$ cat config.mk
export PLATFORM = sky130hd
export DESIGN_NAME = gpio
export DESIGN_NICKNAME = d
export VERILOG_FILES = /design/src/design/emesh_pkg.sv /design/src/design/gpio_pkg.sv /design/src/design/reg_access_if.sv /design/src/design/emesh_decoder.sv /design/src/design/gpio_input_stage.sv /design/src/design/gpio_regfile.sv /design/src/design/emesh_readback.sv /design/src/design/gpio.sv
export SDC_FILE = /design/constraint.sdc
export NUM_CORES = 1
export LEC_CHECK = 0
export BUFFER_PORTS_ARGS = -buffer_cell sky130_fd_sc_hd__buf_2
export CAP_MARGIN = 20
export CORE_MARGIN = 3
export CORE_UTILIZATION = 30
export CTS_CLUSTER_DIAMETER = 150
export DETAILED_ROUTE_END_ITERATION = 8
export PLACE_DENSITY = 0.57
export SLEW_MARGIN = 40
export SYNTH_ARGS = -nofsm -noshare
export SYNTH_HDL_FRONTEND = slang
export SYNTH_SLANG_ARGS = --single-unit
$ cat constraint.sdc
create_clock -name clk -period 1.5 [get_ports clk]
set_input_delay 0.15 -clock clk [delete_from_list [all_inputs] [get_ports clk]]
set_output_delay 0.15 -clock clk [all_outputs]
set_load 0.1 [all_outputs]
$ cat src/design/emesh_pkg.sv
package emesh_pkg;

   //##################################################
   // Mesh packet geometry
   //##################################################
   localparam int AW = 32;         // Address width
   localparam int PW = 2*AW + 40;  // Packet width, 104 bits

   // Datamode encodings
   localparam logic [1:0] DOUBLE = 2'b11;  // 64-bit access

   // Request and response share this layout
   // First field is the MSB end, write sits at bit 0
   typedef struct packed {
      logic [AW-1:0] srcaddr;   // Return address, upper data on responses
      logic [AW-1:0] data;      // Lower data word
      logic [AW-1:0] dstaddr;   // Target register address
      logic [4:0]    ctrlmode;  // Passed back untouched
      logic [1:0]    datamode;  // Access size
      logic          write;     // 1 = write, 0 = read
   } emesh_req_t;

endpackage

$ cat src/design/gpio_pkg.sv
package gpio_pkg;

   //##################################################
   // Register map, index is dstaddr[6:3]
   //##################################################
   localparam logic [3:0] REG_OEN    = 4'd0;  // Output enable
   localparam logic [3:0] REG_OUT    = 4'd1;  // Output data, plain load
   localparam logic [3:0] REG_IEN    = 4'd2;  // Input enable
   localparam logic [3:0] REG_IN     = 4'd3;  // Latched input, read only
   localparam logic [3:0] REG_OUTAND = 4'd4;  // Output data AND
   localparam logic [3:0] REG_OUTORR = 4'd5;  // Output data OR
   localparam logic [3:0] REG_OUTXOR = 4'd6;  // Output data XOR
   localparam logic [3:0] REG_IMASK  = 4'd7;  // Interrupt mask

   //##################################################
   // Control register reset values
   //##################################################
   // Pins come up tristated with inputs live
   localparam logic [63:0] OEN_RESET   = 64'h0;
   localparam logic [63:0] OUT_RESET   = 64'h0;
   localparam logic [63:0] IEN_RESET   = {64{1'b1}};  // All inputs on
   localparam logic [63:0] IMASK_RESET = 64'h0;       // Nothing masked

endpackage

$ cat src/design/reg_access_if.sv
// One decoded register access, valid in the access_in cycle
interface reg_access_if;

   logic                     write;     // Write strobe
   logic                     read;      // Read strobe
   logic                     double;    // 64-bit access
   logic [3:0]               index;     // Register index
   logic                     odd;       // Upper 32-bit half select
   logic [63:0]              wdata;     // {srcaddr, data}
   logic [emesh_pkg::AW-1:0] ret_addr;  // Where the response goes
   logic [1:0]               datamode;
   logic [4:0]               ctrlmode;

   modport decoder (
      output write, read, double, index, odd, wdata, ret_addr, datamode, ctrlmode
   );

   modport regfile (
      input write, read, double, index, odd, wdata
   );

   modport readback (
      input read, ret_addr, datamode, ctrlmode
   );

endinterface

$ cat src/design/emesh_decoder.sv
module emesh_decoder (
   input  logic [emesh_pkg::PW-1:0] packet_in,  // Request packet
   input  logic                     access_in,  // Request valid
   reg_access_if.decoder            acc         // Decoded access
);

   emesh_pkg::emesh_req_t req;

   // Field view of the raw packet
   assign req = emesh_pkg::emesh_req_t'(packet_in);

   //##################################################
   // Strobes
   //##################################################
   assign acc.write  = access_in & req.write;
   assign acc.read   = access_in & ~req.write;
   assign acc.double = (req.datamode == emesh_pkg::DOUBLE);

   //##################################################
   // Address fields
   //##################################################
   // 8-byte register stride
   assign acc.index = req.dstaddr[6:3];
   // Word select within a register
   assign acc.odd   = req.dstaddr[2];

   // Srcaddr carries the upper word on a double write
   assign acc.wdata = {req.srcaddr[31:0], req.data[31:0]};

   //##################################################
   // Response routing
   //##################################################
   assign acc.ret_addr = req.srcaddr;   // Reply goes back to sender
   assign acc.datamode = req.datamode;
   assign acc.ctrlmode = req.ctrlmode;  // Echoed as is

endmodule

$ cat src/design/gpio_input_stage.sv
module gpio_input_stage #(
   parameter int N = 24               // Pin count
) (
   input  logic         clk,
   input  logic         nreset,
   input  logic [N-1:0] gpio_in,      // Raw pins, async to clk
   input  logic [N-1:0] ien,          // Input enable
   input  logic [N-1:0] imask,        // 1 = no interrupt from pin
   output logic [N-1:0] gpio_data,    // Synced and enabled pins
   output logic [N-1:0] in_value,     // Input register
   output logic         gpio_irq      // Toggle pulse
);

   logic [N-1:0] sync_q1;    // Metastability stage
   logic [N-1:0] sync_q2;
   logic [N-1:0] edge_data;  // Unmasked input bits
   logic [N-1:0] edge_prev;  // Last cycle's unmasked bits

   //##################################################
   // Synchronizer and input enable
   //##################################################
   always_ff @(posedge clk or negedge nreset) begin
      if (!nreset) begin
         sync_q1 <= '0;
         sync_q2 <= '0;
      end else begin
         sync_q1 <= gpio_in;
         sync_q2 <= sync_q1;
      end
   end

   // Gated here too, in case the pad has no enable
   assign gpio_data = sync_q2 & ien;

   //##################################################
   // Input register and toggle detect
   //##################################################
   assign edge_data = in_value & ~imask;

   always_ff @(posedge clk or negedge nreset) begin
      if (!nreset) begin
         in_value  <= '0;
         edge_prev <= '0;
         gpio_irq  <= 1'b0;
      end else begin
         in_value  <= gpio_data;
         edge_prev <= edge_data;
         gpio_irq  <= |(edge_data ^ edge_prev);  // Any toggle, either direction
      end
   end

endmodule

$ cat src/design/gpio_regfile.sv
module gpio_regfile #(
   parameter int N = 24                // Pin count
) (
   input  logic          clk,
   input  logic          nreset,
   reg_access_if.regfile acc,          // Decoded access
   input  logic [N-1:0]  in_value,     // From input stage
   output logic [N-1:0]  gpio_out,     // Pin output data
   output logic [N-1:0]  gpio_oen,     // Output enable
   output logic [N-1:0]  ien,          // Input enable
   output logic [N-1:0]  imask,        // Interrupt mask
   output logic [63:0]   read_data     // Registered readback
);

   logic [63:0] oen_reg;
   logic [63:0] out_reg;
   logic [63:0] ien_reg;
   logic [63:0] imask_reg;
   logic [63:0] out_next;   // Output value after the op
   logic        out_hit;    // Any write to the output register
   logic [63:0] in_ext;     // Input register, zero extended
   logic        hi_sel;     // Read upper half

   // Single writes touch only the low word
   function automatic logic [63:0] merge(input logic [63:0] cur,
                                         input logic [63:0] nxt,
                                         input logic        dbl);
      merge = dbl ? nxt : {cur[63:32], nxt[31:0]};
   endfunction

   function automatic logic [31:0] half(input logic [63:0] r, input logic hi);
      half = hi ? r[63:32] : r[31:0];
   endfunction

   //##################################################
   // Output register operations
   //##################################################
   always_comb begin
      out_hit = acc.write;
      case (acc.index)
         gpio_pkg::REG_OUT:    out_next = acc.wdata;
         gpio_pkg::REG_OUTAND: out_next = out_reg & acc.wdata;  // Clear bits
         gpio_pkg::REG_OUTORR: out_next = out_reg | acc.wdata;  // Set bits
         gpio_pkg::REG_OUTXOR: out_next = out_reg ^ acc.wdata;  // Flip bits
         default: begin
            out_next = acc.wdata;
            out_hit  = 1'b0;
         end
      endcase
   end

   //##################################################
   // Control registers
   //##################################################
   always_ff @(posedge clk or negedge nreset) begin
      if (!nreset) begin
         oen_reg   <= gpio_pkg::OEN_RESET;
         out_reg   <= gpio_pkg::OUT_RESET;
         ien_reg   <= gpio_pkg::IEN_RESET;
         imask_reg <= gpio_pkg::IMASK_RESET;
      end else begin
         if (acc.write && acc.index == gpio_pkg::REG_OEN)
            oen_reg <= merge(oen_reg, acc.wdata, acc.double);
         if (out_hit)
            out_reg <= merge(out_reg, out_next, acc.double);
         if (acc.write && acc.index == gpio_pkg::REG_IEN)
            ien_reg <= merge(ien_reg, acc.wdata, acc.double);
         if (acc.write && acc.index == gpio_pkg::REG_IMASK)
            imask_reg <= merge(imask_reg, acc.wdata, acc.double);
      end
   end

   assign gpio_oen = oen_reg[N-1:0];
   assign gpio_out = out_reg[N-1:0];
   assign ien      = ien_reg[N-1:0];
   assign imask    = imask_reg[N-1:0];

   //##################################################
   // Readback
   //##################################################
   assign hi_sel = (N > 32) && acc.odd;  // Upper half only exists past 32 pins
   assign in_ext = 64'(in_value);

   // Held until the next read, so it stays put under wait
   always_ff @(posedge clk) begin
      if (acc.read) begin
         case (acc.index)
            gpio_pkg::REG_OEN:   read_data <= {32'h0, half(oen_reg, hi_sel)};
            gpio_pkg::REG_OUT:   read_data <= {32'h0, half(out_reg, hi_sel)};
            gpio_pkg::REG_IEN:   read_data <= {32'h0, half(ien_reg, hi_sel)};
            gpio_pkg::REG_IN:    read_data <= {32'h0, half(in_ext, hi_sel)};
            gpio_pkg::REG_IMASK: read_data <= {32'h0, half(imask_reg, hi_sel)};
            default:             read_data <= '0;  // Op aliases read zero
         endcase
      end
   end

endmodule

$ cat src/design/emesh_readback.sv
module emesh_readback (
   input  logic                     clk,
   input  logic                     nreset,
   reg_access_if.readback           acc,         // Read strobe and routing
   input  logic [63:0]              read_data,   // From register file
   input  logic                     wait_in,     // Consumer stall
   output logic                     access_out,  // Response valid
   output logic                     wait_out,    // Response held
   output logic [emesh_pkg::PW-1:0] packet_out   // Response packet
);

   logic [emesh_pkg::AW-1:0] dst_q;       // Return address
   logic [1:0]               datamode_q;
   logic [4:0]               ctrlmode_q;
   emesh_pkg::emesh_req_t    rsp;

   //##################################################
   // Response valid
   //##################################################
   // New read sets it, wait_in keeps it
   always_ff @(posedge clk or negedge nreset) begin
      if (!nreset)
         access_out <= 1'b0;
      else
         access_out <= acc.read | (access_out & wait_in);
   end

   // Requester must stop while a response is stuck
   assign wait_out = access_out & wait_in;

   // Routing fields, no new read arrives during a hold
   always_ff @(posedge clk) begin
      if (acc.read) begin
         dst_q      <= acc.ret_addr;
         datamode_q <= acc.datamode;
         ctrlmode_q <= acc.ctrlmode;
      end
   end

   //##################################################
   // Response packet
   //##################################################
   always_comb begin
      rsp.write    = 1'b1;              // Response is a write to the sender
      rsp.datamode = datamode_q;
      rsp.ctrlmode = ctrlmode_q;
      rsp.dstaddr  = dst_q;
      rsp.srcaddr  = read_data[63:32];  // Upper word
      rsp.data     = read_data[31:0];
   end

   assign packet_out = rsp;

endmodule

$ cat src/design/gpio.sv
module gpio #(
   parameter int N = 24                         // Pin count, up to 64
) (
   input  logic                     clk,
   input  logic                     nreset,
   // Request side
   input  logic                     access_in,
   input  logic [emesh_pkg::PW-1:0] packet_in,
   output logic                     wait_out,
   // Response side
   output logic                     access_out,
   output logic [emesh_pkg::PW-1:0] packet_out,
   input  logic                     wait_in,
   // Pins
   input  logic [N-1:0]             gpio_in,
   output logic [N-1:0]             gpio_out,
   output logic [N-1:0]             gpio_oen,
   output logic [N-1:0]             gpio_ie,
   output logic [N-1:0]             gpio_data,
   output logic                     gpio_irq
);

   logic [N-1:0] imask;
   logic [N-1:0] in_value;
   logic [63:0]  read_data;

   reg_access_if acc ();

   //##################################################
   // Request decode and registers
   //##################################################
   emesh_decoder i_decoder (.packet_in(packet_in), .access_in(access_in), .acc(acc));

   gpio_regfile #(.N(N)) i_regfile (
      .clk(clk), .nreset(nreset), .acc(acc), .in_value(in_value),
      .gpio_out(gpio_out), .gpio_oen(gpio_oen), .ien(gpio_ie),
      .imask(imask), .read_data(read_data));

   // Pin sampling and interrupt
   gpio_input_stage #(.N(N)) i_input (
      .clk(clk), .nreset(nreset), .gpio_in(gpio_in), .ien(gpio_ie),
      .imask(imask), .gpio_data(gpio_data), .in_value(in_value), .gpio_irq(gpio_irq));

   // Read response
   emesh_readback i_readback (
      .clk(clk), .nreset(nreset), .acc(acc), .read_data(read_data),
      .wait_in(wait_in), .access_out(access_out), .wait_out(wait_out),
      .packet_out(packet_out));

endmodule

# Yosys cells after proc, flatten, opt, wreduce, memory -nomap -nowiden
# Index checks and enable logic that the tools add are counted.
# totals
reg_bits	361
latch_bits	0
mem_bits_rw	0
rom_bits	0
input_bits	132
word_cells	45
n_memories	0
# op_classes
n_addsub	0
mul	0
n_div	0
n_lt_le_gt_ge	0
eq_ne	8
shift	0
muxes	3
bitwise_logic	12
n_reduce_logical	7
# ops
operator	count
64-bit one-hot mux with 3 select lines	1
32-bit one-hot mux with 5 select lines	1
64-bit AND	1
64-bit bitwise OR	1
64-bit bitwise XOR	1
24-bit AND	2
24-bit inverter	1
24-bit OR reduction	1
24-bit bitwise XOR	1
4-bit by 3-bit equality test with 1-bit output (second input constant)	4
4-bit by 2-bit equality test with 1-bit output (second input constant)	2
4-bit by 1-bit equality test with 1-bit output (second input constant)	1
4-bit logical NOT	1
4-bit OR reduction	1
1-bit AND	3
1-bit logical AND	3
2-bit equality test (second input constant)	1
2-bit AND reduction	1
1-bit 2-to-1 mux	1
1-bit inverter	1
1-bit bitwise OR	1

# Depth between registers and ports, before layout
# Gate-level depths: netlist of the first run.
# depth
word_depth	4
mapped_depth	8
mapped_depth_nobuf	6

# Modules after synthesis
# From an unflattened synthesis of the first run, not the netlist that was laid out.
# unflattened
cells_unflattened	1374
hier_area_um2	15671.3
# modules_own_cells
mod	instances	cells_each	area_each_um2	seq_area_each_um2
gpio_regfile	1	978	10029.6	4204.0
gpio_input_stage	1	177	3106.7	2427.3
emesh_readback	1	108	1701.6	1196.1
emesh_decoder	1	111	833.3	0.0

# Worst setup path before layout of the first run
# No wires, ideal clock.
# synth_timing
kind	input -> register
from	in packet_in[0] in the netlist's numbering
to	reg i_readback.ctrlmode_q[0] (enable)
setup_ns	0.511
t_arrival_ns	3.341
t_required_ns	0.989
slack_ns	-2.352
cell_stages	1
n_path_buf	0
cell_sequence	nor2b_1
# synth_via
elab_chain_cells	2
# synth_lines
item	line	text
start, declared	gpio.sv:8	input logic [emesh_pkg::PW-1:0] packet_in,
1-bit inverter	emesh_decoder.sv:16	assign acc.read = access_in & ~req.write;
1-bit AND	emesh_decoder.sv:16	
end signal, assigned	emesh_readback.sv:36	ctrlmode_q <= acc.ctrlmode;
end, declared	emesh_readback.sv:14	logic [4:0] ctrlmode_q;
# Every way passes these cells.
# A chain may end at the register's enable or synchronous reset.

# Worst setup path after layout of the first run
# layout_timing
from	reg i_regfile.ien_reg[22]
to	out gpio_data[22]
# layout_via
elab_chain_cells	1
# layout_lines
item	line	text
start, declared	gpio_regfile.sv:17	logic [63:0] ien_reg;
start signal, assigned	gpio_regfile.sv:59	ien_reg <= gpio_pkg::IEN_RESET;
start signal, assigned	gpio_regfile.sv:67	ien_reg <= merge(ien_reg, acc.wdata, acc.double);
24-bit AND	gpio_input_stage.sv:33	assign gpio_data = sync_q2 & ien;
end, declared	gpio.sv:19	output logic [N-1:0] gpio_data,
# Every way passes these cells.

==> impl_results.md, run 1 <==
- Per-cell routed wire length: 19.1 um
- Pleak: 8.89 nW
- H-tree Lvls: 2
- Worst Setup EP: gpio_data[22]
- Die Ht: 218 um
- Total CTS buffers: 36
- Core Region: 43600 um2
- Worst-Margin Slew: 0.794 ns
- 1st-iter DRT viols: 582
- Post-DP HPWL: 26.1 mm
- Num ports: 335
- GRT overflow: 0
- CP Launch Point: i_regfile.ien_reg[22]
- WS Path Type: reg -> out
- Setup violations, final: 36
- Post-synth EDFFs: 71
- Max-Cap Viols: 0
- Final antenna-violating net count: 0
- Multi-input logic area: 4760 um2
- Fmax achieved: 0.625 GHz
- Unrepaired setup endpoints after global routing: true
- Routed vias/inst: 4.60
- Min Hold Slack: 0.197 ns
- Post-Route Skew: 0.0105 ns
- FF-to-FF Start: i_regfile.out_reg[10]
- Clk_lat worst skew: 0.54 ns
- FP Rows: 76
- Crit path DAT: 1.45 ns
- Fin. max-slew vios: 0
- Flop-to-flop setup slack: 0.03 ns
- Die area: 47300 um2
- Final Total Pwr: 29.3 mW
- Initial Util: 30.8%
- Critical path peak fanout: 4
- Setup TNS: -1.72 ns
- CTS sink cnt: 297
- Synth Cell Area: 13400 um2
- Top_reg_cell synth: dfrtp_1
- PwrDens: 1520 nW/um2
- Mapped Cells: 1066
- Avg Cell Area, Syn: 12.6 um2
- Final hold vios: 0
- Total Routing Usage GR: 16.5%
- Sequential cell area: 7840 um2
- Distinct cell type count after synthesis: 37
- Proportion of layout cells with a drive suffix above 1: 44.3%
- Post-place setup slack: -0.261 ns
- Die X: 218 um
- Vias: 9606
- Area Growth Syn to Fin: 44.0%
- Total Routed Length: 39.9 mm
- Seq/Total Area, Yosys: 58.3%
- Worst min path class: in -> async
- Minimum clock period: 1.60 ns
- CTS Root Cell: clkbuf_16
- Worst Path Required: 1.35 ns
- FF+latch count, synth: 297
- Final nets: 1671
- Pre-antenna DRT Iters: 6
- Clock Tree Buf Depth: 3
- Largest net degree at the start of global routing: 65
- Failing checks: setup timing
- Worst setup EP type: output port
- Vias in the first global route: 9945
- Startpoint types: flop
- R2R Path End: i_regfile.out_reg[10]
- Worst-path clk slew: 0.06 ns
- Relative slew slack: 47.1%
- Worst Reg-to-Reg Cells: 6
- Run status: finished, violations left
- Initial antenna violation count: 1
- Setup WS post-layout: -0.100 ns
- CTS tree: built
- Port bufs: 273
- Synth warn: 0
- Global-route wire length before repair: 59.7 mm
- Gpl congestion: 0.764
- Peak VDD IR: 1040 uV
- Async SR Flop Fraction: 76.1%
- Fill cells: 3926
- DRC viols: 0
- Final Cycle Share: 107%
-- power by group --
| group | leakage (nW) | total (mW) | switching, mW | internal, mW |
|---|---|---|---|---|
| Sequential | 3.44 | 10.4 | 0.865 | 9.49 |
| Combinational | 4.84 | 9.96 | 6.75 | 3.21 |
| Clock | 0.609 | 8.99 | 3.47 | 5.52 |
| Total | 8.89 | 29.3 | 11.1 | 18.2 |
-- synth_stat cells, types with 25 or more instances --
library cell	instances	area share (%)
dfrtp_1	194	36
buf_4	115	6.4
mux2_2	88	7.4
nand2_1	73	2.0
edfxtp_1	71	16
ha_1	64	6.0
inv_1	64	1.8
nor2b_1	58	2.7
a211oi_1	32	1.8
a21oi_1	32	1.2
a222oi_1	32	2.4
dfstp_2	32	6.3
o22ai_1	32	1.5
clkbuf_1	30	0.84
and2_1	25	1.2
-- cell families (layout without fill, tap and decap cells) --
group,after synthesis,count (layout),share of synthesized area [%]
compound gates,186,186,9.55
xor+xnor,24,24,1.57
fa+ha+maj,64,64,5.96
buf+inv,223,629,9.58
flops,297,297,58.3
mux,96,96,8.05
other cells,2,35,0.0559
simple gates,174,174,6.93
-- through the flow --
| step | instances | instance area (um2) | util (%) |
|---|---|---|---|
| floorplan | 1097 | 13600 | - |
| global placement | 1862 | 15800 | 36.1 |
| detailed placement | 1862 | 15800 | 36.2 |
| CTS | 2071 | 18900 | 43.3 |
| global route | 2089 | 19300 | 44.3 |
| finish | 2090 | 19300 | 44.3 |
-- how the worst min path moves through the flow --
stage | from | to | depth (start not counted)
2_1_floorplan | nreset | i_input.edge_prev[0] | 0
5_1_grt | nreset | i_regfile.oen_reg[28] | 2
3_5_place_dp | nreset | i_regfile.oen_reg[28] | 1
3_3_place_gp | nreset | i_regfile.imask_reg[28] | 1
4_1_cts | nreset | i_regfile.oen_reg[28] | 2
6_report | nreset | i_regfile.oen_reg[28] | 2
-- cell usage in the layout, fill, tap and decap left out, types with 4 or more instances in the layout --
cell type      count
xor2_1             8
dfstp_2           32
a211oi_1          21
nand2_1           73
buf_6             29
o21ai_0           19
ha_1              64
nor2b_1           42
xnor2_1            9
conb_1            33
clkbuf_16         38
buf_12            64
dfrtp_2           13
nor2b_2            6
clkbuf_8           7
clkbuf_4           4
a22oi_1           24
o22ai_1           32
inv_1             64
a211oi_2          11
xnor2_2            7
nand4_1            4
dlygate4sd3_1     97
dfrtp_1          181
a21oi_1           31
edfxtp_1          71
mux2_2            88
a222oi_1          32
nor2b_4           10
mux2_1             8
clkinv_2           6
and2_4            25
o21ai_1           13
clkbuf_1           8
buf_2            160
buf_4            142
-- layout make-up --
type,count,share of cell area [%]
sequential,297,40.6
inverter,64,1.24
timing repair buffer,499,23.4
clock inverter,13,0.822
clock buffer,53,5.57
tap,585,3.78
antenna,2,0.0259
multi-input combinational,577,24.6
-- critical path, stage by stage, from the launching register on --
cell and delay (ns):
dfstp_2 0.57, and2_4 0.17, buf_12 0.17
-- routing by layer --
| metal | global-route usage (%) | wire length [um] | vias up |
|---|---|---|---|
| li1 | - | - | 4446 |
| met1 | 21.3 | 17000 | 4799 |
| met2 | 27.7 | 19400 | 300 |
| met3 | 3.20 | 2430 | 61 |
| met4 | 5.65 | 1060 | 0 |
| met5 | 0 | 0 | - |
-- timing repair --
item,4_1_cts,5_1_grt
resized for setup,191,75
gates cloned,0,0
hold endpoints to repair,382,0
setup buffers,46,18
pin swaps,18,29
setup endpoints to repair,108,81
hold buffers,97,0
Note: power is estimated with default switching activity, not from simulation.
==> inputs of run 2 (changes only) <==
--- a/config.mk
+++ b/config.mk
@@ -12,6 +12,7 @@
 export CTS_CLUSTER_DIAMETER = 150
 export DETAILED_ROUTE_END_ITERATION = 8
 export PLACE_DENSITY = 0.57
+export SKIP_LAST_GASP = 1
 export SLEW_MARGIN = 40
 export SYNTH_ARGS = -nofsm -noshare
 export SYNTH_HDL_FRONTEND = slang
==> run 2 against run 1 <==
  * Maximum frequency fell by 0.76%
  * Clock power barely moved
  * Clock skew barely moved
  * Worst hold slack got worse by 0.011 ns
  * Critical path depth did not move
  * Non-clock buffer count fell by 2
  * Count of clock-buffer cells in the layout did not move
  * The run still ends with setup timing left
  * Routed wire length rose by 0.13%
  * Core utilization fell by 0.095 points
  * Sequential power barely moved
  * Total power fell by 0.12%
==> impl_results.md, run 2 (same netlist as run 1, synthesis figures left out) <==
- CTS Root Cell: clkbuf_16
- Setup violations, final: 36 (unchanged)
- Setup WS post-layout: -0.112 ns (-0.0122 ns)
- Fin. max-slew vios: 0 (unchanged)
- Die X: 218 um (unchanged)
- FP Rows: 76 (unchanged)
- Run status: finished, violations left
- Crit path DAT: 1.46 ns (about the same)
- Startpoint types: flop
- Critical path peak fanout: 4 (unchanged)
- Most Used Layer, Global Route: met2
- Initial Util: 30.8% (unchanged)
- Fmax achieved: 0.620 GHz (-0.76%)
- Die area: 47300 um2 (unchanged)
- Final core utilization: 44.2% (-0.095 points)
- Area Growth Syn to Fin: 43.7%
- CTS sink cnt: 297 (unchanged)
- CTS tree: built
- WS Path Type: reg -> out
- Sw frac: 37.9% (+0.053 points)
- Proportion of layout cells with a drive suffix above 1: 44.2% (-0.14 points)
- H-tree Lvls: 2 (unchanged)
- Cell Int Power: 18.2 mW (-0.20%)
- GRT overflow: 0 (unchanged)
- Core Region: 43600 um2 (unchanged)
- Pre-antenna DRT Iters: 8 (+2)
- Clock share of power: 30.7% (about the same)
- Num ports: 335 (unchanged)
- Global routing usage on met1: 21.3% (about the same)
- Max-Cap Viols: 0 (unchanged)
- PwrDens: 1520 nW/um2 (about the same)
- Post-place setup slack: -0.261 ns (unchanged)
- Final Cycle Share: 107% (+0.81 points)
- Post-Route Skew: 0.0108 ns (+0.000286 ns)
- Largest net degree at the start of global routing: 65 (unchanged)
- Vias in the first global route: 9905 (-0.40%)
- Worst setup EP type: output port
- Total Routed Length: 40.0 mm (+0.13%)
- Most frequent cells in the layout: dfrtp_1, buf_2, buf_4
- Total Routing Usage GR: 16.5% (+0.027 points)
- Setup TNS: -1.78 ns (-0.0575 ns)
- P_sw: 11.1 mW (about the same)
- Gpl congestion: 0.764 (unchanged)
- 1st-iter DRT viols: 587 (+0.86%)
- Failing checks: setup timing
- Final antenna-violating net count: 0 (unchanged)
- Vias: 9602 (-0.042%)
- Peak VDD IR: 1040 uV (about the same)
- Worst Path Required: 1.35 ns (about the same)
- Worst min path class: in -> async
- Met2 GRT Util: 27.6% (-0.074 points)
- Clock Tree Buf Depth: 3 (unchanged)
- Global-route wire length before repair: 59.8 mm (about the same)
- Gate power share: 33.9% (about the same)
- Worst-path clk slew: 0.06 ns (about the same)
- Post-DP HPWL: 26.1 mm (unchanged)
- Clk_lat worst skew: 0.53 ns (about the same)
- Die Ht: 218 um (unchanged)
- Final nets: 1669 (-0.12%)
- Final hold vios: 0 (unchanged)
- Pleak: 8.87 nW (-0.16%)
- Minimum clock period: 1.61 ns (+0.0122 ns)
- Total CTS buffers: 36 (unchanged)
- Final Total Pwr: 29.3 mW (-0.12%)
- DRC viols: 0 (unchanged)
- Routed vias/inst: 4.60 (about the same)
- Unrepaired setup endpoints after global routing: true
- Port bufs: 273 (unchanged)
- Initial antenna violation count: 2 (+1)
- Worst-Margin Slew: 0.783 ns (-0.0107 ns)
- Relative slew slack: 47.8% (+0.71 points)
- GR Layer Usage met3: 3.32% (+0.11 points)
- Per-cell routed wire length: 19.1 um (+0.23%)
- Flop-to-flop setup slack: 0.02 ns (about the same)
- Reg power frac: 35.4% (about the same)
- Most common cell after layout, fill and taps aside: dfrtp_1
-- run 2: power by group through the flow --
| stage | logic, mW | clock network (mW) | registers [mW] |
|---|---|---|---|
| 2_1_floorplan | 6.33 | 0 | 11.0 |
| 3_3_place_gp | 8.31 | 0 | 10.4 |
| 4_1_cts | 9.57 | 9.29 | 10.3 |
| 5_1_grt | 10.4 | 9.61 | 10.5 |
| 3_5_place_dp | 8.45 | 0 | 10.4 |
| 6_report | 9.92 | 9.00 | 10.4 |
-- run 2: layout make-up --
class                      instances  area [um2]
sequential                       297        7840
clock inverter                    13         159
tap                              585         732
antenna                            2        5.00
clock buffer                      53        1080
inverter                          64         240
multi-input combinational        577        4760
fill                            3926       24300
timing repair buffer             497        4490
-- run 2: worst paths after layout --
path,start,to,depth (start not counted)
max,i_regfile.ien_reg[22],gpio_data[22],2
max reg2reg,i_regfile.out_reg[6],i_regfile.out_reg[6],6
max in group asynchronous,nreset,i_regfile.ien_reg[19],3
min in group clk,access_in,i_regfile.out_reg[25],4
min reg2reg,i_input.sync_q1[21],i_input.sync_q2[21],0
min,nreset,i_regfile.oen_reg[28],2
-- run 2: metal layers --
metal | up-vias | routed length, um | share of wire [%]
li1 | 4436 | - | -
met1 | 4773 | 16800 | 42
met4 | 0 | 1120 | 2.8
met2 | 329 | 19500 | 49
met5 | - | 0 | 0
met3 | 64 | 2550 | 6.4
-- run 2: timing repair --
item	CTS	global route
pin swaps	18	29
gates cloned	0	0
gates resized for setup	171	88
setup endpoints to repair	108	81
buffers inserted	46	16
hold endpoints to repair	382	0
hold buffers	97	0
-- run 2: critical path, stage by stage, from the launching register on --
cell	delay, ns
dfstp_2	0.58
and2_4	0.18
buf_12	0.17
-- run 2: through the flow --
stage / instance area [um2] / instances / hold slack (ns)
after floorplan: 13600 / 1097 / -0.146
after global placement: 15800 / 1862 / 0.130
final: 19300 / 2088 / 0.186
after CTS: 18800 / 2071 / 0.159
after detailed placement: 15800 / 1862 / 0.132
after global routing: 19300 / 2087 / 0.204
